$ cat config.mk
export PLATFORM = sky130hd
export DESIGN_NAME = cart_loader_top
export DESIGN_NICKNAME = d
export VERILOG_FILES = /design/src/verilog/cart_pkg.sv /design/src/verilog/load_pkg.sv /design/src/verilog/cart_loader_top.sv /design/src/verilog/chip_identify.sv /design/src/verilog/download_decoder.sv /design/src/verilog/header_capture.sv /design/src/verilog/option_regs.sv
export VERILOG_INCLUDE_DIRS = /design/src /design/src/verilog
export SDC_FILE = /design/constraint.sdc
export NUM_CORES = 1
export LEC_CHECK = 0
export ABC_AREA = 1
export ABC_CLOCK_PERIOD_IN_PS = 2000
export BUFFER_PORTS_ARGS = -buffer_cell sky130_fd_sc_hd__buf_2
export CAP_MARGIN = 40
export CORE_ASPECT_RATIO = 0.8
export CORE_MARGIN = 2
export CORE_UTILIZATION = 52
export DETAILED_ROUTE_END_ITERATION = 16
export PLACE_DENSITY = 0.8
export RECOVER_POWER = 25
export SYNTH_ARGS = -nofsm -noshare
export SYNTH_HDL_FRONTEND = slang
export SYNTH_SLANG_ARGS = --single-unit
$ cat constraint.sdc
create_clock -name clk_sys -period 2 [get_ports clk_sys]
set_input_delay 0.1 -clock clk_sys [delete_from_list [all_inputs] [get_ports clk_sys]]
set_output_delay 0.1 -clock clk_sys [all_outputs]
set_load 0.05 [all_outputs]
$ cat src/verilog/cart_loader_cfg.svh
// Cartridge loader widths, header offsets, mask limits and load indices
`ifndef CART_LOADER_CFG_SVH
`define CART_LOADER_CFG_SVH

// ==================================================
// Loader bus widths
// ==================================================
`define CART_ADDR_W 25
`define CART_DATA_W 16
`define CART_MASK_W 24

// ==================================================
// Header offsets inside the header bank
// ==================================================
`define HDR_MAPPER_OFS  16'h7FD4
`define HDR_TYPE_OFS    16'h7FD6
`define HDR_RAM_OFS     16'h7FD8
`define HDR_COMPANY_OFS 16'h7FDA

// Size codes below this floor are raised to the minimum
`define ROM_SIZE_FLOOR   7
`define ROM_MIN_SIZE_LOG 12

// RAM size code forced for GSU carts
`define GSU_RAM_LOG 6

// Loader index of a sound program image
`define LOAD_IDX_SPC 2

`endif

$ cat src/verilog/cart_pkg.sv
// Cartridge types: header word union, header fields, options, chip ids, profile
`default_nettype none

`include "cart_loader_cfg.svh"

package cart_pkg;

	// One loader data word, seen as bytes or as the size/type pair
	typedef union packed {
		struct packed {
			logic [7:0] hi;
			logic [7:0] lo;
		} bytes;
		struct packed {
			logic [3:0] spare;
			logic [3:0] rom_size;
			logic [7:0] cart_type;
		} size_type;
	} hdr_word_u;

	// Header bytes latched during a cartridge load
	typedef struct packed {
		logic [7:0] mapper;
		logic [7:0] cart_type;
		logic [7:0] company;
		logic [3:0] rom_size;
		logic [3:0] ram_size;
		logic [1:0] map_mode;
	} hdr_fields_t;

	// User options; override 0 means auto
	typedef struct packed {
		logic [1:0] map_override;
		logic [1:0] video_region;
	} cart_opts_t;

	// ==================================================
	// Coprocessor codes as seen in rom_type[7:4]
	// ==================================================
	typedef enum logic [3:0] {
		CHIP_NONE    = 4'h0,
		CHIP_CX4     = 4'h4,
		CHIP_SDD1    = 4'h5,
		CHIP_SA1     = 4'h6,
		CHIP_GSU     = 4'h7,
		CHIP_DSP1    = 4'h8,
		CHIP_DSP2    = 4'h9,
		CHIP_DSP3    = 4'hA,
		CHIP_DSP4    = 4'hB,
		CHIP_OBC1    = 4'hC,
		CHIP_SPC7110 = 4'hD
	} chip_id_e;

	typedef struct packed {
		logic [7:0]              rom_type;
		logic [`CART_MASK_W-1:0] rom_mask;
		logic [`CART_MASK_W-1:0] ram_mask;
	} cart_profile_t;

endpackage

`default_nettype wire

$ cat src/verilog/load_pkg.sv
// Download stream types: loader bus and registered load control
`default_nettype none

`include "cart_loader_cfg.svh"

package load_pkg;

	// Loader bus as driven by the image source
	typedef struct packed {
		logic                    wr;
		logic [`CART_ADDR_W-1:0] addr;
		logic [`CART_DATA_W-1:0] data;
		logic                    download;
		logic [7:0]              index;
		logic [23:0]             filesize;
	} ioctl_bus_t;

	// Decoded and registered view of one loader cycle
	typedef struct packed {
		logic                    wr;
		logic                    cart;
		logic                    spc;
		logic [`CART_ADDR_W-1:0] addr;
		// Address with the copier header removed
		logic [`CART_ADDR_W-1:0] addr_adj;
		logic [`CART_DATA_W-1:0] data;
		logic [1:0]              map;
	} load_ctl_t;

endpackage

`default_nettype wire

$ cat src/verilog/cart_loader_top.sv
// Cartridge loader top level: decoder, options, header capture, chip id
`timescale 1ns/10ps
`default_nettype none

module cart_loader_top (
	input  logic                    clk_sys,
	input  logic                    RESET_N,
	input  load_pkg::ioctl_bus_t    ioctl,
	input  logic [31:0]             status,
	output cart_pkg::cart_profile_t profile,
	output logic                    spc_mode,
	output logic [1:0]              pal
);

	load_pkg::load_ctl_t   load_ctl;
	logic                  downloading;
	cart_pkg::cart_opts_t  opts;
	cart_pkg::hdr_fields_t fields;

	download_decoder u_download_decoder (
		.clk_sys     (clk_sys),
		.RESET_N     (RESET_N),
		.ioctl       (ioctl),
		.load_ctl    (load_ctl),
		.downloading (downloading),
		.spc_mode    (spc_mode)
	);

	option_regs u_option_regs (
		.clk_sys     (clk_sys),
		.RESET_N     (RESET_N),
		.status      (status),
		.downloading (downloading),
		.opts        (opts),
		.pal         (pal)
	);

	header_capture u_header_capture (
		.clk_sys  (clk_sys),
		.RESET_N  (RESET_N),
		.load_ctl (load_ctl),
		.opts     (opts),
		.fields   (fields)
	);

	chip_identify u_chip_identify (
		.clk_sys  (clk_sys),
		.RESET_N  (RESET_N),
		.load_ctl (load_ctl),
		.fields   (fields),
		.profile  (profile)
	);

endmodule

`default_nettype wire

$ cat src/verilog/chip_identify.sv
// Chip identification and ROM/RAM mask generation from the captured header
`timescale 1ns/10ps
`default_nettype none

`include "cart_loader_cfg.svh"

module chip_identify (
	input  logic                    clk_sys,
	input  logic                    RESET_N,
	input  load_pkg::load_ctl_t     load_ctl,
	input  cart_pkg::hdr_fields_t   fields,
	output cart_pkg::cart_profile_t profile
);

	cart_pkg::chip_id_e      chip;
	logic [3:0]              rom_code;
	logic [3:0]              ram_code;
	logic                    rtc_bit;
	logic [`CART_MASK_W-1:0] rom_mask_nxt;
	logic [`CART_MASK_W-1:0] ram_mask_nxt;
	logic                    loaded;

	// ==================================================
	// Chip rules, first match wins
	// ==================================================
	function automatic cart_pkg::chip_id_e decode_chip(input cart_pkg::hdr_fields_t f);
		logic [7:0]         m;
		logic [7:0]         t;
		cart_pkg::chip_id_e id;
		m = f.mapper;
		t = f.cart_type;
		if (m == 8'h30 && t == 8'h05 && f.company == 8'hB2) begin
			id = cart_pkg::CHIP_DSP3;
		end else if (((m == 8'h20 || m == 8'h21) && t == 8'h03) ||
				(m == 8'h30 && t == 8'h05) ||
				(m == 8'h31 && (t == 8'h03 || t == 8'h05))) begin
			id = cart_pkg::CHIP_DSP1;
		end else if (m == 8'h20 && t == 8'h05) begin
			id = cart_pkg::CHIP_DSP2;
		end else if (m == 8'h30 && t == 8'h03) begin
			id = cart_pkg::CHIP_DSP4;
		end else if (m == 8'h30 && t == 8'h25) begin
			id = cart_pkg::CHIP_OBC1;
		end else if (m == 8'h32 && (t == 8'h43 || t == 8'h45)) begin
			id = cart_pkg::CHIP_SDD1;
		end else if (m == 8'h20 &&
				(t == 8'h13 || t == 8'h14 || t == 8'h15 || t == 8'h1A)) begin
			id = cart_pkg::CHIP_GSU;
		end else if (m == 8'h23 && (t == 8'h32 || t == 8'h34 || t == 8'h35)) begin
			id = cart_pkg::CHIP_SA1;
		end else if (m == 8'h3A && (t == 8'hF5 || t == 8'hF9)) begin
			id = cart_pkg::CHIP_SPC7110;
		end else if (m == 8'h20 && t == 8'hF3) begin
			id = cart_pkg::CHIP_CX4;
		end else begin
			id = cart_pkg::CHIP_NONE;
		end
		return id;
	endfunction

	assign chip = decode_chip(fields);

	// SPC7110 type F9 has the RTC, seen in type bit 3
	assign rtc_bit = (chip == cart_pkg::CHIP_SPC7110) ? fields.cart_type[3] : 1'b0;

	// Tiny size codes are raised to the minimum ROM size
	assign rom_code = (fields.rom_size < 4'(`ROM_SIZE_FLOOR)) ?
		4'(`ROM_MIN_SIZE_LOG) : fields.rom_size;

	// GSU boards carry a fixed save RAM whatever the header says
	assign ram_code = (chip == cart_pkg::CHIP_GSU) ? 4'(`GSU_RAM_LOG) : fields.ram_size;

	assign rom_mask_nxt = (`CART_MASK_W'(1024) << rom_code) - `CART_MASK_W'(1);
	assign ram_mask_nxt = (ram_code == 4'd0) ? '0 :
		(`CART_MASK_W'(1024) << ram_code) - `CART_MASK_W'(1);

	// ==================================================
	// Profile register
	// ==================================================
	always_ff @(posedge clk_sys) begin
		if (!RESET_N) begin
			loaded  <= 1'b0;
			profile <= '0;
		end else begin
			// Profile stays at zero until some cartridge image has arrived
			if (load_ctl.wr && load_ctl.cart) begin
				loaded <= 1'b1;
			end
			if (!load_ctl.cart && loaded) begin
				profile.rom_type <= {chip, rtc_bit, 1'b0, fields.map_mode};
				profile.rom_mask <= rom_mask_nxt;
				profile.ram_mask <= ram_mask_nxt;
			end
		end
	end

endmodule

`default_nettype wire

$ cat src/verilog/download_decoder.sv
// Download decoder: bus register, load classification, header skip, SPC mode
`timescale 1ns/10ps
`default_nettype none

`include "cart_loader_cfg.svh"

module download_decoder (
	input  logic                 clk_sys,
	input  logic                 RESET_N,
	input  load_pkg::ioctl_bus_t ioctl,
	output load_pkg::load_ctl_t  load_ctl,
	output logic                 downloading,
	output logic                 spc_mode
);

	logic                    cart_load;
	logic                    spc_load;
	logic [`CART_ADDR_W-1:0] addr_adj;

	// Index 0 and 1 are cartridge images, bits 7:6 carry the map
	assign cart_load = ioctl.download && (ioctl.index[5:1] == 5'd0);
	assign spc_load  = ioctl.download && (ioctl.index[5:0] == 6'(`LOAD_IDX_SPC));

	// Copier header is whatever the file size has beyond a 1 KiB multiple
	assign addr_adj = ioctl.addr - `CART_ADDR_W'(ioctl.filesize[9:0]);

	// Level goes straight to the option register
	assign downloading = ioctl.download;

	// ==================================================
	// Bus register
	// ==================================================
	always_ff @(posedge clk_sys) begin
		if (!RESET_N) begin
			load_ctl.wr   <= 1'b0;
			load_ctl.cart <= 1'b0;
			load_ctl.spc  <= 1'b0;
		end else begin
			load_ctl.wr   <= ioctl.wr;
			load_ctl.cart <= cart_load;
			load_ctl.spc  <= spc_load;
		end
	end

	// Payload has no reset
	always_ff @(posedge clk_sys) begin
		load_ctl.addr     <= ioctl.addr;
		load_ctl.addr_adj <= addr_adj;
		load_ctl.data     <= ioctl.data;
		load_ctl.map      <= ioctl.index[7:6];
	end

	// Last written image decides whether the core runs as SPC player
	always_ff @(posedge clk_sys) begin
		if (!RESET_N) begin
			spc_mode <= 1'b0;
		end else if (load_ctl.wr) begin
			spc_mode <= load_ctl.spc;
		end
	end

endmodule

`default_nettype wire

$ cat src/verilog/header_capture.sv
// Header capture: memory map choice and header field latches
`timescale 1ns/10ps
`default_nettype none

`include "cart_loader_cfg.svh"

module header_capture (
	input  logic                  clk_sys,
	input  logic                  RESET_N,
	input  load_pkg::load_ctl_t   load_ctl,
	input  cart_pkg::cart_opts_t  opts,
	output cart_pkg::hdr_fields_t fields
);

	localparam logic [`CART_ADDR_W-1:0] BASE_LOROM   = `CART_ADDR_W'(0);
	localparam logic [`CART_ADDR_W-1:0] BASE_HIROM   = `CART_ADDR_W'('h8000);
	localparam logic [`CART_ADDR_W-1:0] BASE_EXHIROM = `CART_ADDR_W'('h408000);

	logic [1:0]              sel_map;
	logic [`CART_ADDR_W-1:0] hdr_base;
	cart_pkg::hdr_word_u     hdr_word;
	logic                    cart_wr;
	logic                    hit_mapper;
	logic                    hit_type;
	logic                    hit_ram;
	logic                    hit_company;

	// Manual override wins, else the map bits of the loader index
	assign sel_map = (opts.map_override != 2'd0) ? (opts.map_override - 2'd1) : load_ctl.map;

	// Header bank for the map latched at image start
	always_comb begin
		case (fields.map_mode)
			2'd1:    hdr_base = BASE_HIROM;
			2'd2:    hdr_base = BASE_EXHIROM;
			default: hdr_base = BASE_LOROM;
		endcase
	end

	assign hdr_word = load_ctl.data;
	assign cart_wr  = load_ctl.wr && load_ctl.cart;

	// ==================================================
	// Header address match
	// ==================================================
	assign hit_mapper  = load_ctl.addr_adj == hdr_base + `CART_ADDR_W'(`HDR_MAPPER_OFS);
	assign hit_type    = load_ctl.addr_adj == hdr_base + `CART_ADDR_W'(`HDR_TYPE_OFS);
	assign hit_ram     = load_ctl.addr_adj == hdr_base + `CART_ADDR_W'(`HDR_RAM_OFS);
	assign hit_company = load_ctl.addr_adj == hdr_base + `CART_ADDR_W'(`HDR_COMPANY_OFS);

	always_ff @(posedge clk_sys) begin
		if (!RESET_N) begin
			fields <= '0;
		end else if (cart_wr) begin
			// First word of a new image
			if (load_ctl.addr == '0) begin
				fields.map_mode <= sel_map;
				fields.ram_size <= 4'd0;
			end
			if (hit_mapper) begin
				fields.mapper <= hdr_word.bytes.hi;
			end
			// Size nibble shares the word with the type byte
			if (hit_type) begin
				fields.rom_size  <= hdr_word.size_type.rom_size;
				fields.cart_type <= hdr_word.size_type.cart_type;
			end
			if (hit_ram) begin
				fields.ram_size <= hdr_word.bytes.lo[3:0];
			end
			if (hit_company) begin
				fields.company <= hdr_word.bytes.lo;
			end
		end
	end

endmodule

`default_nettype wire

$ cat src/verilog/option_regs.sv
// Option register: map override and video region sampled from status
`timescale 1ns/10ps
`default_nettype none

module option_regs (
	input  logic                 clk_sys,
	input  logic                 RESET_N,
	input  logic [31:0]          status,
	input  logic                 downloading,
	output cart_pkg::cart_opts_t opts,
	output logic [1:0]           pal
);

	// Options freeze while an image streams in
	always_ff @(posedge clk_sys) begin
		if (!RESET_N) begin
			opts <= '0;
		end else if (!downloading) begin
			opts.map_override <= status[2:1];
			opts.video_region <= status[15:14];
		end
	end

	// Region to the video side, one more stage
	always_ff @(posedge clk_sys) begin
		if (!RESET_N) begin
			pal <= 2'b00;
		end else begin
			pal <= opts.video_region;
		end
	end

endmodule

`default_nettype wire
==> results of run 1 <==
[routing by layer]
layer,vias up,global-route usage (%),wire [um]
met5,-,0,0
met4,0,8.297,266
met3,27,5.224,717
met2,165,42.16,7459
met1,2534,27.36,6431
li1,2768,-,-
[synthesized netlist by cell type, types with 3 or more instances]
cell / count
sky130_fd_sc_hd__xnor2_1: 12
sky130_fd_sc_hd__clkbuf_1: 14
sky130_fd_sc_hd__o21ai_0: 52
sky130_fd_sc_hd__nor2_2: 4
sky130_fd_sc_hd__a31oi_1: 3
sky130_fd_sc_hd__nor2_1: 63
sky130_fd_sc_hd__nor3_1: 15
sky130_fd_sc_hd__inv_2: 7
sky130_fd_sc_hd__a21oi_1: 73
sky130_fd_sc_hd__nand3_1: 30
sky130_fd_sc_hd__inv_1: 85
sky130_fd_sc_hd__nor3_2: 3
sky130_fd_sc_hd__ha_1: 13
sky130_fd_sc_hd__nor4_1: 18
sky130_fd_sc_hd__nand2_2: 3
sky130_fd_sc_hd__nand2_1: 93
sky130_fd_sc_hd__dfxtp_1: 150
sky130_fd_sc_hd__xor2_1: 15
sky130_fd_sc_hd__buf_4: 20
sky130_fd_sc_hd__buf_2: 3
sky130_fd_sc_hd__nand4_1: 17
[cells by family (layout without fill, tap and decap cells)]
group / after synthesis / after routing / synth area share (%)
AOI/OAI and AO/OA: 143 / 143 / 12.68
xor gates and xnor gates: 27 / 27 / 3.929
adders and majority gates: 14 / 14 / 3.035
buffers and inverters: 133 / 333 / 9.769
DFF: 150 / 150 / 49.89
other: 2 / 3 / 0.1248
and+or+nand+nor: 260 / 260 / 20.58
[flip-flops by register name, indices dropped and copies added, names as in the netlist]
name and flops:
u_download_decoder.load_ctl 71, u_option_regs.pal 2, u_download_decoder.spc_mode 1, u_chip_identify.loaded 1, u_chip_identify.profile 37, u_option_regs.opts 4
u_header_capture.fields 34
[worst min-delay path, stage by stage]
cell and delay (ns):
sky130_fd_sc_hd__buf_2 0.09, sky130_fd_sc_hd__o21ai_0 0.07, sky130_fd_sc_hd__a21oi_1 0.12
[repair_timing]
| action | CTS | global route |
|---|---|---|
| setup endpoints to repair | 1 | 45 |
| hold buffers | 53 | 0 |
| hold endpoints to repair | 66 | 0 |
| pin swaps | 0 | 18 |
| gates resized for setup | 1 | 64 |
| cloned | 0 | 1 |
| setup buffers | 0 | 7 |
[how the worst min path moves through the flow]
| stage | from | to | slack [ns] | cells past startpoint |
|---|---|---|---|---|
| 6_report | status[1] | u_option_regs.opts[2] | 0.01 | 3 |
| 5_1_grt | status[1] | u_option_regs.opts[2] | 0.02 | 3 |
| 4_1_cts | status[1] | u_option_regs.opts[2] | 0.01 | 3 |
| 3_5_place_dp | ioctl[45] | u_download_decoder.load_ctl[14] | 0.20 | 1 |
| 3_3_place_gp | ioctl[33] | u_download_decoder.load_ctl[2] | 0.20 | 1 |
| 2_1_floorplan | ioctl[30] | u_download_decoder.load_ctl[0] | 0.13 | 0 |
[cell type report]
type | instances | share of cell area (%)
clock buffers | 21 | 5.569
flip-flops and latches | 150 | 37.18
multi-input cells | 447 | 32.01
clock inverters | 11 | 1.856
inverters | 95 | 4.471
well taps | 148 | 2.290
repair buffers | 206 | 16.63
[stage by stage]
step	worst slack (ns)	instance area (sq um)	setup TNS (ns)	utilization (%)	hold WS, ns
2_1_floorplan	0.2155	6023	0	-	0.1277
3_3_place_gp	0.06847	6760	0	59.37	0.2033
3_5_place_dp	0.02540	6760	0	59.37	0.2036
4_1_cts	0.02713	7899	0	69.37	0.01006
5_1_grt	-0.07744	8088	-0.3169	71.03	0.01615
6_report	0.03230	8088	0	71.03	0.01381
[where the power goes]
group	internal (mW)	total (mW)	switching [mW]	leakage, nW
sequential	3.11	3.16	0.0494	1.24
combinational	0.233	0.503	0.269	2.06
clock	2.00	3.23	1.23	0.288
total	5.35	6.90	1.55	3.58
==> impl_metrics.prom, run 1 <==
# TYPE chip_impl_metric gauge
chip_impl_metric{name="clock_sink_count",unit=""} 150
chip_impl_info{name="rsz0062_at_grt",value="yes"} 1
chip_impl_metric{name="finalCriticalPeriod",unit="ns"} 1.968
chip_impl_metric{name="ir_drop",unit="V"} 0.0007229
chip_impl_metric{name="cpPeakStageDelay",unit="ns"} 0.53
chip_impl_info{name="mostFrequentLayoutCell",value="sky130_fd_sc_hd__dfxtp_1"} 1
chip_impl_metric{name="route.detailed.drc",unit=""} 0
chip_impl_metric{name="postRouteWirelength",unit="um"} 14880
chip_impl_metric{name="cts-htree-levels",unit=""} 4
chip_impl_info{name="cp_top_delay_family",value="buffers and inverters"} 1
chip_impl_metric{name="mean_cell_area_of_the_mapped_netlist",unit="sq um"} 8.257
chip_impl_metric{name="synth-async-reset-ratio",unit="%"} 0
chip_impl_metric{name="r2r.worst_path.cells",unit=""} 14
chip_impl_metric{name="synth_edf_count",unit=""} 0
chip_impl_metric{name="drv_slew",unit=""} 0
chip_impl_metric{name="vias_after_detailed_routing",unit=""} 5494
chip_impl_metric{name="post_synth_inst_count",unit=""} 729
chip_impl_metric{name="die-area",unit="sq um"} 12460
chip_impl_metric{name="dr.first_iter.drc_count",unit=""} 392
chip_impl_info{name="crit_top_cell",value="sky130_fd_sc_hd__nor2_1"} 1
chip_impl_metric{name="cp_max_fo",unit=""} 6
chip_impl_metric{name="antenna_found_initial",unit=""} 0
chip_impl_metric{name="nets",unit=""} 1040
chip_impl_metric{name="final_layout_size_suffix_gt1_share",unit="%"} 23.76
chip_impl_metric{name="synthToLayoutAreaGrowth",unit="%"} 34.36
chip_impl_metric{name="worst-path-stages",unit=""} 11
chip_impl_metric{name="number_of_flip_flops_and_latches_in_the_synthesized_netlist",unit=""} 150
chip_impl_metric{name="gp_congestion",unit=""} 0.9107
chip_impl_metric{name="place.detailed.instances",unit=""} 985
chip_impl_metric{name="via_cell_ratio",unit=""} 5.096
chip_impl_metric{name="core_box_area",unit="sq um"} 11390
chip_impl_info{name="timing.hold.worst.class",value="input pin to flip-flop"} 1
chip_impl_metric{name="totalPowerFinal",unit="mW"} 6.896
chip_impl_metric{name="synth_seq_area_share",unit="%"} 49.89
chip_impl_metric{name="number_of_antenna_repair_diodes",unit=""} 0
chip_impl_info{name="clk_root_buffer_cell",value="sky130_fd_sc_hd__clkbuf_16"} 1
chip_impl_metric{name="layout.filler_cells",unit=""} 851
chip_impl_metric{name="yosysWarnings",unit=""} 0
chip_impl_metric{name="required",unit="ns"} 2.34
chip_impl_info{name="setup.worst_path.end",value="u_download_decoder.load_ctl[40]"} 1
chip_impl_metric{name="dr.pass1.iters",unit=""} 4
chip_impl_metric{name="post-synth-top-area-fraction",unit="%"} 49.89
chip_impl_metric{name="grt_start_max_net_pins",unit=""} 48
chip_impl_info{name="startpoint_type",value="input pin"} 1
chip_impl_metric{name="multiInputGateArea",unit="sq um"} 2589
chip_impl_metric{name="cap_viol_max_count",unit=""} 0
chip_impl_metric{name="clock_skew",unit="ns"} 0.01051
chip_impl_metric{name="sequential_cell_area",unit="sq um"} 3007
chip_impl_info{name="synth_largest_area_cell",value="sky130_fd_sc_hd__dfxtp_1"} 1
chip_impl_metric{name="cellPowerDensity",unit="nW/um^2"} 852.7
chip_impl_metric{name="timing.max_slew.rel_slack",unit="%"} 54.24
chip_impl_info{name="timing.critical_path.slowest_stage_cell",value="sky130_fd_sc_hd__dlygate4sd3_1"} 1
chip_impl_metric{name="grt_pass1_vias",unit=""} 5119
chip_impl_info{name="worstPathCellList",value="dlygate4sd3_1, clkbuf_1, ha_2, a21oi_2, o21ai_0, nor2_1, nand2_2, nor2_4, nand2_1, nor2_1, xor2_1"} 1
chip_impl_info{name="status",value="finished clean"} 1
chip_impl_metric{name="row_count",unit=""} 35
chip_impl_metric{name="dp_hpwl",unit="um"} 9303
chip_impl_info{name="ys.flop_type",value="sky130_fd_sc_hd__dfxtp_1"} 1
chip_impl_metric{name="clock_buffer_depth",unit=""} 2
chip_impl_info{name="r2r-end",value="u_chip_identify.profile[20]"} 1
chip_impl_metric{name="die-width",unit="um"} 124.3
chip_impl_metric{name="first_pass_grt_wire_length",unit="um"} 23430
chip_impl_info{name="post_synth_main_area_contributors",value="sky130_fd_sc_hd__dfxtp_1 50%, sky130_fd_sc_hd__a21oi_1 6.1%, sky130_fd_sc_hd__nand2_1 5.8%"} 1
chip_impl_metric{name="finalSetupViolCount",unit=""} 0
chip_impl_info{name="reg2reg_from",value="u_header_capture.fields[33]"} 1
chip_impl_metric{name="start_util",unit="%"} 52.87
chip_impl_metric{name="grt-ovfl-total",unit=""} 0
chip_impl_metric{name="post_synth_instance_area",unit="sq um"} 6020
chip_impl_info{name="timing_startpoint_of_the_critical_path",value="ioctl[58]"} 1
chip_impl_metric{name="reg2reg_slack",unit="ns"} 0.11
chip_impl_metric{name="io_pins",unit=""} 168
chip_impl_metric{name="clock_latency",unit="ns"} 0.42
chip_impl_info{name="setup.worst_path.end_class",value="flip-flop"} 1
chip_impl_metric{name="critical_path_buf_inv_count",unit=""} 2
chip_impl_metric{name="numCtsBuffers",unit=""} 17
chip_impl_metric{name="p_leak",unit="nW"} 3.582
chip_impl_metric{name="wire_per_inst",unit="um"} 13.80
chip_impl_metric{name="io_buffers",unit=""} 124
chip_impl_metric{name="clk_transition_reported_paths",unit="ns"} 0.06
chip_impl_metric{name="route.antenna.remaining_nets",unit=""} 0
chip_impl_metric{name="floorplan.die.height",unit="um"} 100.2
chip_impl_metric{name="synthDistinctLibCells",unit=""} 50
chip_impl_info{name="layout_common_cells",value="147 x sky130_fd_sc_hd__dfxtp_1, 99 x sky130_fd_sc_hd__buf_2, 87 x sky130_fd_sc_hd__nand2_1"} 1
chip_impl_metric{name="crit_arrival",unit="ns"} 2.31
chip_impl_metric{name="timing_worst_slew_pin_value",unit="ns"} 0.6822
chip_impl_info{name="worst-setup-path-type",value="input pin to flip-flop"} 1
chip_impl_metric{name="gr-usage-all-layers",unit="%"} 23.27
chip_impl_metric{name="finalHoldViolCount",unit=""} 0
chip_impl_metric{name="final.period_utilization",unit="%"} 98.38
chip_impl_metric{name="maxClockFrequency",unit="GHz"} 0.5082
chip_impl_info{name="tritoncts",value="done"} 1
chip_impl_metric{name="final_cells",unit=""} 1078
No activity file was read; power rests on OpenSTA's default activity.
==> inputs of run 2 (changes only) <==
- CORE_ASPECT_RATIO: 0.8 -> 1.5
==> run 2 against run 1 <==
First-iteration DRC count fell by 26%; clock power fell by 6.5%; non-clock buffer count fell by 1; register-to-register slack barely moved; wire length fell by 5.3%; clock-buffer cell count fell by 2; highest routed layer unchanged.
==> impl_metrics.prom, run 2 (same netlist as run 1, synthesis figures left out) <==
# TYPE chip_impl_metric gauge
chip_impl_metric{name="final_instance_area",unit="sq um"} 7998
chip_impl_metric{name="io_buffers",unit=""} 124
chip_impl_info{name="rsz0062_at_grt",value="yes"} 1
chip_impl_metric{name="r2r.worst_path.cells",unit=""} 15
chip_impl_metric{name="floorplan.die.height",unit="um"} 135.8
chip_impl_info{name="reg2reg_from",value="u_header_capture.fields[31]"} 1
chip_impl_metric{name="grt-ovfl-total",unit=""} 0
chip_impl_metric{name="wire_per_inst",unit="um"} 13.06
chip_impl_info{name="layout_common_cells",value="148 x sky130_fd_sc_hd__dfxtp_1, 112 x sky130_fd_sc_hd__buf_2, 88 x sky130_fd_sc_hd__nand2_1"} 1
chip_impl_metric{name="cts-htree-levels",unit=""} 4
chip_impl_metric{name="postRouteWirelength",unit="um"} 14090
chip_impl_metric{name="route.detailed.drc",unit=""} 0
chip_impl_info{name="largest_registers",value="u_download_decoder.load_ctl x71, u_chip_identify.profile x37, u_header_capture.fields x34"} 1
chip_impl_metric{name="detailed_place.area",unit="sq um"} 6798
chip_impl_metric{name="required",unit="ns"} 2.30
chip_impl_metric{name="core_box_area",unit="sq um"} 11410
chip_impl_metric{name="crit_arrival",unit="ns"} 2.29
chip_impl_metric{name="numCtsBuffers",unit=""} 17
chip_impl_metric{name="number_of_antenna_repair_diodes",unit=""} 0
chip_impl_metric{name="row_count",unit=""} 48
chip_impl_metric{name="gp_congestion",unit=""} 0.8392
chip_impl_info{name="setup.worst_path.end_class",value="flip-flop"} 1
chip_impl_metric{name="die-area",unit="sq um"} 12470
chip_impl_metric{name="vias_after_detailed_routing",unit=""} 5426
chip_impl_metric{name="reg2reg_slack",unit="ns"} 0.10
chip_impl_metric{name="clock_latency",unit="ns"} 0.42
chip_impl_metric{name="finalSetupViolCount",unit=""} 0
chip_impl_metric{name="clock_skew",unit="ns"} 0.007077
chip_impl_metric{name="dr.first_iter.drc_count",unit=""} 289
chip_impl_info{name="r2r-end",value="u_chip_identify.profile[20]"} 1
chip_impl_metric{name="hold_ws",unit="ns"} 0.02174
chip_impl_metric{name="gr-usage-all-layers",unit="%"} 22.48
chip_impl_info{name="setup.worst_path.end",value="u_download_decoder.load_ctl[39]"} 1
chip_impl_metric{name="maxClockFrequency",unit="GHz"} 0.5045
chip_impl_metric{name="finalHoldViolCount",unit=""} 0
chip_impl_info{name="timing.hold.worst.class",value="input pin to flip-flop"} 1
chip_impl_metric{name="clock_buffer_depth",unit=""} 2
chip_impl_metric{name="drv_slew",unit=""} 0
chip_impl_metric{name="cap_viol_max_count",unit=""} 0
chip_impl_metric{name="cellPowerDensity",unit="nW/um^2"} 835.5
chip_impl_metric{name="flip_flop_count_of_the_largest_register_all_copies_and_words_added",unit=""} 71
chip_impl_metric{name="clock_sink_count",unit=""} 150
chip_impl_metric{name="cp_max_fo",unit=""} 6
chip_impl_metric{name="route.antenna.remaining_nets",unit=""} 0
chip_impl_info{name="mostFrequentLayoutCell",value="sky130_fd_sc_hd__dfxtp_1"} 1
chip_impl_metric{name="final_core_utilization",unit="%"} 70.09
chip_impl_metric{name="final_layout_size_suffix_gt1_share",unit="%"} 23.25
chip_impl_metric{name="fin_tns_setup",unit="ns"} 0
chip_impl_info{name="tritoncts",value="done"} 1
chip_impl_metric{name="antenna_found_initial",unit=""} 0
chip_impl_metric{name="ir_drop",unit="V"} 0.0006882
chip_impl_metric{name="via_cell_ratio",unit=""} 5.029
chip_impl_info{name="largest_register",value="u_download_decoder.load_ctl"} 1
chip_impl_metric{name="p_leak",unit="nW"} 3.575
chip_impl_metric{name="die-width",unit="um"} 91.85
chip_impl_info{name="timing_startpoint_of_the_critical_path",value="ioctl[57]"} 1
chip_impl_metric{name="clk_transition_reported_paths",unit="ns"} 0.06
chip_impl_info{name="worst-setup-path-type",value="input pin to flip-flop"} 1
chip_impl_metric{name="start_util",unit="%"} 52.75
chip_impl_metric{name="dp_hpwl",unit="um"} 9167
chip_impl_metric{name="grt_pass1_vias",unit=""} 5305
chip_impl_metric{name="synthToLayoutAreaGrowth",unit="%"} 32.86
chip_impl_info{name="clk_root_buffer_cell",value="sky130_fd_sc_hd__clkbuf_16"} 1
chip_impl_info{name="status",value="finished clean"} 1
chip_impl_metric{name="grt_start_max_net_pins",unit=""} 44
chip_impl_info{name="startpoint_type",value="input pin"} 1
chip_impl_metric{name="finalCriticalPeriod",unit="ns"} 1.982
chip_impl_metric{name="dr.pass1.iters",unit=""} 5
chip_impl_metric{name="totalPowerFinal",unit="mW"} 6.682
chip_impl_metric{name="nets",unit=""} 1039
chip_impl_metric{name="io_pins",unit=""} 168
chip_impl_metric{name="final.period_utilization",unit="%"} 99.11
chip_impl_metric{name="first_pass_grt_wire_length",unit="um"} 22640
[run 2: critical path: stages]
cell and delay (ns):
sky130_fd_sc_hd__dlygate4sd3_1 0.55, sky130_fd_sc_hd__clkbuf_1 0.15, sky130_fd_sc_hd__ha_2 0.33, sky130_fd_sc_hd__a21oi_1 0.20
sky130_fd_sc_hd__inv_1 0.08, sky130_fd_sc_hd__a31oi_1 0.17, sky130_fd_sc_hd__o21ai_1 0.13, sky130_fd_sc_hd__a21boi_1 0.18
sky130_fd_sc_hd__buf_4 0.16, sky130_fd_sc_hd__nand4_1 0.10, sky130_fd_sc_hd__xnor2_1 0.14
[run 2: metrics by stage]
| step | std cells | setup WS [ns] |
|---|---|---|
| 2_1_floorplan | 730 | 0.2155 |
| 3_3_place_gp | 990 | 0.05787 |
| 3_5_place_dp | 990 | 0.03516 |
| 4_1_cts | 1076 | 0.02209 |
| 5_1_grt | 1079 | -0.1371 |
| 6_report | 1079 | 0.01774 |
[run 2: how the worst min path moves through the flow]
| stage | slack (ns) | startpoint | depth (start not counted) | to |
|---|---|---|---|---|
| floorplan | 0.13 | ioctl[30] | 0 | u_download_decoder.load_ctl[0] |
| global placement | 0.20 | ioctl[48] | 1 | u_download_decoder.load_ctl[17] |
| detailed placement | 0.20 | ioctl[44] | 1 | u_download_decoder.load_ctl[13] |
| CTS | 0.02 | ioctl[1] | 3 | u_download_decoder.load_ctl[19] |
| global route | 0.06 | status[2] | 3 | u_option_regs.opts[3] |
| finish | 0.02 | status[2] | 3 | u_option_regs.opts[3] |
[run 2: repair_timing]
action,CTS,global route
endpoints found under the hold margin,69,0
setup buffers,0,3
hold buffers,54,0
setup endpoints to repair,0,39
gates resized for setup,0,29
[run 2: report_power, final]
part | switching, mW | internal, mW | leakage [nW]
clock network | 1.26 | 1.76 | 0.270
logic | 0.266 | 0.239 | 2.07
registers | 0.0478 | 3.11 | 1.24
total | 1.57 | 5.11 | 3.58
[run 2: layout make-up]
cell class                      count  area, sq um
Clock inverter                     13        123.9
Tap cell                          150        187.7
Sequential cell                   150         3005
Multi-Input combinational cell    447         2517
Timing Repair Buffer              205         1361
Clock buffer                       19        442.9
Inverter                           95        359.1
Fill cell                         876         3413
[run 2: metal layers]
layer / track usage (%) / share of wire, %
met5: 0 / 0
met4: 9.619 / 2.4
met3: 5.064 / 4.7
met2: 44.69 / 56
met1: 21.71 / 37
==> inputs of run 3 (changes only) <==
- ABC_CLOCK_PERIOD_IN_PS: 2000 -> 2470
- CORE_UTILIZATION: 52 -> 56
- PLACE_DENSITY: 0.8 -> 0.85
- clock period: 2 -> 2.47 ns (I/O delays scaled with it)
==> run 3 against run 2 <==
Via count up 0.35%; wire length rose by 4.8%; sequential cell count did not move; register-to-register slack better by 0.17 ns; worst setup slack better by 0.20 ns; sequential share of layout area up 1.3 points; clock power shrank 15%; global-route usage is 3.7 points higher; clock skew grew 0.0020 ns; combinational power shrank 24%.
==> impl_metrics.prom, run 3 (same netlist as run 1, synthesis figures left out) <==
# TYPE chip_impl_metric gauge
chip_impl_info{name="status",value="finished clean"} 1
chip_impl_metric{name="first_pass_grt_wire_length",unit="um"} 23490
chip_impl_metric{name="io_pins",unit=""} 168
chip_impl_info{name="rsz0062_at_grt",value="no"} 1
chip_impl_metric{name="setup_slack",unit="ns"} 0.2221
chip_impl_metric{name="final_layout_size_suffix_gt1_share",unit="%"} 17.86
chip_impl_metric{name="cell_internal_pwr",unit="mW"} 4.225
chip_impl_metric{name="number_of_antenna_repair_diodes",unit=""} 0
chip_impl_metric{name="route.detailed.drc",unit=""} 0
chip_impl_metric{name="synthToLayoutAreaGrowth",unit="%"} 28.43
chip_impl_metric{name="final_instance_area",unit="sq um"} 7731
chip_impl_metric{name="finalCriticalPeriod",unit="ns"} 2.248
chip_impl_metric{name="numCtsBuffers",unit=""} 17
chip_impl_info{name="timing.critical_path.slowest_stage_cell",value="sky130_fd_sc_hd__dlygate4sd3_1"} 1
chip_impl_metric{name="ir_drop",unit="V"} 0.0005967
chip_impl_metric{name="core_box_area",unit="sq um"} 10530
chip_impl_metric{name="postRouteWirelength",unit="um"} 14770
chip_impl_metric{name="p_seq_share",unit="%"} 46.4
chip_impl_metric{name="die-area",unit="sq um"} 11610
chip_impl_metric{name="row_count",unit=""} 46
chip_impl_metric{name="start_util",unit="%"} 57.15
chip_impl_metric{name="pwr-share-clk",unit="%"} 46.6
chip_impl_metric{name="nets",unit=""} 1017
chip_impl_metric{name="floorplan.die.height",unit="um"} 131.0
chip_impl_metric{name="gp_congestion",unit=""} 0.8711
chip_impl_metric{name="cp_max_fo",unit=""} 3
chip_impl_metric{name="grt_start_max_net_pins",unit=""} 41
chip_impl_info{name="cp_top_delay_family",value="compound AO/OA/AOI/OAI gates"} 1
chip_impl_metric{name="cts-htree-levels",unit=""} 4
chip_impl_metric{name="cts.repair.resized",unit=""} 0
chip_impl_metric{name="required",unit="ns"} 2.82
chip_impl_metric{name="clk_transition_reported_paths",unit="ns"} 0.06
chip_impl_metric{name="drv_slew",unit=""} 0
chip_impl_metric{name="detailed_place.area",unit="sq um"} 6635
chip_impl_metric{name="p_comb_share",unit="%"} 7.0
chip_impl_metric{name="clock_sink_count",unit=""} 150
chip_impl_info{name="worst-setup-path-type",value="input pin to flip-flop"} 1
chip_impl_metric{name="grt_pass1_vias",unit=""} 5325
chip_impl_metric{name="cpPeakStageDelay",unit="ns"} 0.52
chip_impl_metric{name="via_cell_ratio",unit=""} 5.181
chip_impl_metric{name="finalSetupViolCount",unit=""} 0
chip_impl_metric{name="clock_latency",unit="ns"} 0.42
chip_impl_metric{name="crit_arrival",unit="ns"} 2.59
chip_impl_metric{name="dp_hpwl",unit="um"} 8851
chip_impl_metric{name="fin_tns_setup",unit="ns"} 0
chip_impl_metric{name="cts.repair_timing.setup_buffer_count",unit=""} 0
chip_impl_metric{name="timing.max_slew.rel_slack",unit="%"} 54.99
chip_impl_metric{name="placement.setup.worst_slack",unit="ns"} 0.3057
chip_impl_info{name="mostFrequentLayoutCell",value="sky130_fd_sc_hd__dfxtp_1"} 1
chip_impl_metric{name="dr.first_iter.drc_count",unit=""} 294
chip_impl_info{name="largest_registers",value="u_download_decoder.load_ctl x71, u_chip_identify.profile x37, u_header_capture.fields x34"} 1
chip_impl_metric{name="antenna_found_initial",unit=""} 0
chip_impl_metric{name="net-switching-power",unit="mW"} 1.286
chip_impl_metric{name="clock_skew",unit="ns"} 0.009062
chip_impl_metric{name="finalHoldViolCount",unit=""} 0
chip_impl_metric{name="flip_flop_count_of_the_largest_register_all_copies_and_words_added",unit=""} 71
chip_impl_metric{name="totalPowerFinal",unit="mW"} 5.512
chip_impl_metric{name="cap_viol_max_count",unit=""} 0
chip_impl_metric{name="cellPowerDensity",unit="nW/um^2"} 712.9
chip_impl_metric{name="hold_ws",unit="ns"} 0.04907
chip_impl_metric{name="gr-usage-all-layers",unit="%"} 26.23
chip_impl_info{name="startpoint_type",value="input pin"} 1
chip_impl_metric{name="die-width",unit="um"} 88.65
chip_impl_info{name="largest_register",value="u_download_decoder.load_ctl"} 1
chip_impl_metric{name="critical_path_buf_inv_count",unit=""} 3
chip_impl_info{name="setup.worst_path.end_class",value="flip-flop"} 1
chip_impl_metric{name="final.period_utilization",unit="%"} 91.01
chip_impl_metric{name="wire_per_inst",unit="um"} 14.05
chip_impl_metric{name="dr.pass1.iters",unit=""} 6
chip_impl_metric{name="maxClockFrequency",unit="GHz"} 0.4449
chip_impl_info{name="tritoncts",value="done"} 1
chip_impl_metric{name="route.antenna.remaining_nets",unit=""} 0
chip_impl_metric{name="p_leak",unit="nW"} 3.412
chip_impl_metric{name="io_buffers",unit=""} 124
chip_impl_metric{name="timing_worst_slew_pin_value",unit="ns"} 0.6752
chip_impl_info{name="worstPathCellList",value="dlygate4sd3_1, clkbuf_1, inv_1, ha_1, fa_1, o21ai_1, a31oi_2, o21ai_0, nand2_1, nand3_1, xnor2_1"} 1
chip_impl_metric{name="power.switching_fraction",unit="%"} 23.34
chip_impl_info{name="clk_root_buffer_cell",value="sky130_fd_sc_hd__clkbuf_16"} 1
chip_impl_metric{name="total_of_hold_buffers_inserted_after_clock_tree_synthesis",unit=""} 54
chip_impl_metric{name="vias_after_detailed_routing",unit=""} 5445
chip_impl_metric{name="clock_buffer_depth",unit=""} 2
chip_impl_info{name="timing.hold.worst.class",value="input pin to flip-flop"} 1
chip_impl_metric{name="grt-ovfl-total",unit=""} 0
chip_impl_info{name="layout_common_cells",value="150 x sky130_fd_sc_hd__dfxtp_1, 97 x sky130_fd_sc_hd__buf_2, 93 x sky130_fd_sc_hd__nand2_1"} 1
## run 3: per-stage QoR
step	std cells	utilization, %
final	1051	73.40
after floorplan	730	-
after CTS	1051	73.75
after global placement	965	63.00
after detailed placement	965	63.00
after global routing	1051	73.40
## run 3: area by class of cell
cell class / count / area (sq um)
Clock buffer: 20 / 446.7
Clock inverter: 12 / 145.1
Fill cell: 763 / 2801
Inverter: 95 / 359.1
Multi-Input combinational cell: 447 / 2435
Sequential cell: 150 / 3003
Tap cell: 144 / 180.2
Timing Repair Buffer: 183 / 1162
## run 3: metal layers
layer	global-route usage [%]	up-vias	share of wire [%]
met3	6.281	58	4.7
met5	0	-	0
met2	48.99	208	55
met4	14.97	0	4.5
li1	-	2718	-
met1	25.55	2461	36
## run 3: path summary, 6_finish.rpt
check / from / end / slack (ns) / cells after the start
max reg2reg: u_header_capture.fields[31] / u_chip_identify.profile[20] / 0.27 / 15
max: ioctl[49] / u_download_decoder.load_ctl[30] / 0.22 / 11
min: ioctl[1] / u_download_decoder.load_ctl[19] / 0.05 / 3
min reg2reg: u_option_regs.opts[0] / u_option_regs.pal[0] / 0.44 / 2
## run 3: worst register-to-register path, delay by kind of cell, from the launching register on
family / cells / cell delay (ns)
compound gates: 1 / 0.13
fa+ha+maj: 1 / 0.19
buf+inv: 1 / 0.06
flops: 1 / 0.35
simple gates: 12 / 1.40
## run 3: power groups by stage
stage	clock network (mW)	logic (mW)	registers, mW
after global placement	0	0.295	2.61
after floorplan	0	0.184	2.61
final	2.57	0.384	2.56
after global routing	2.70	0.422	2.57
after detailed placement	0	0.300	2.61
after CTS	2.57	0.366	2.56
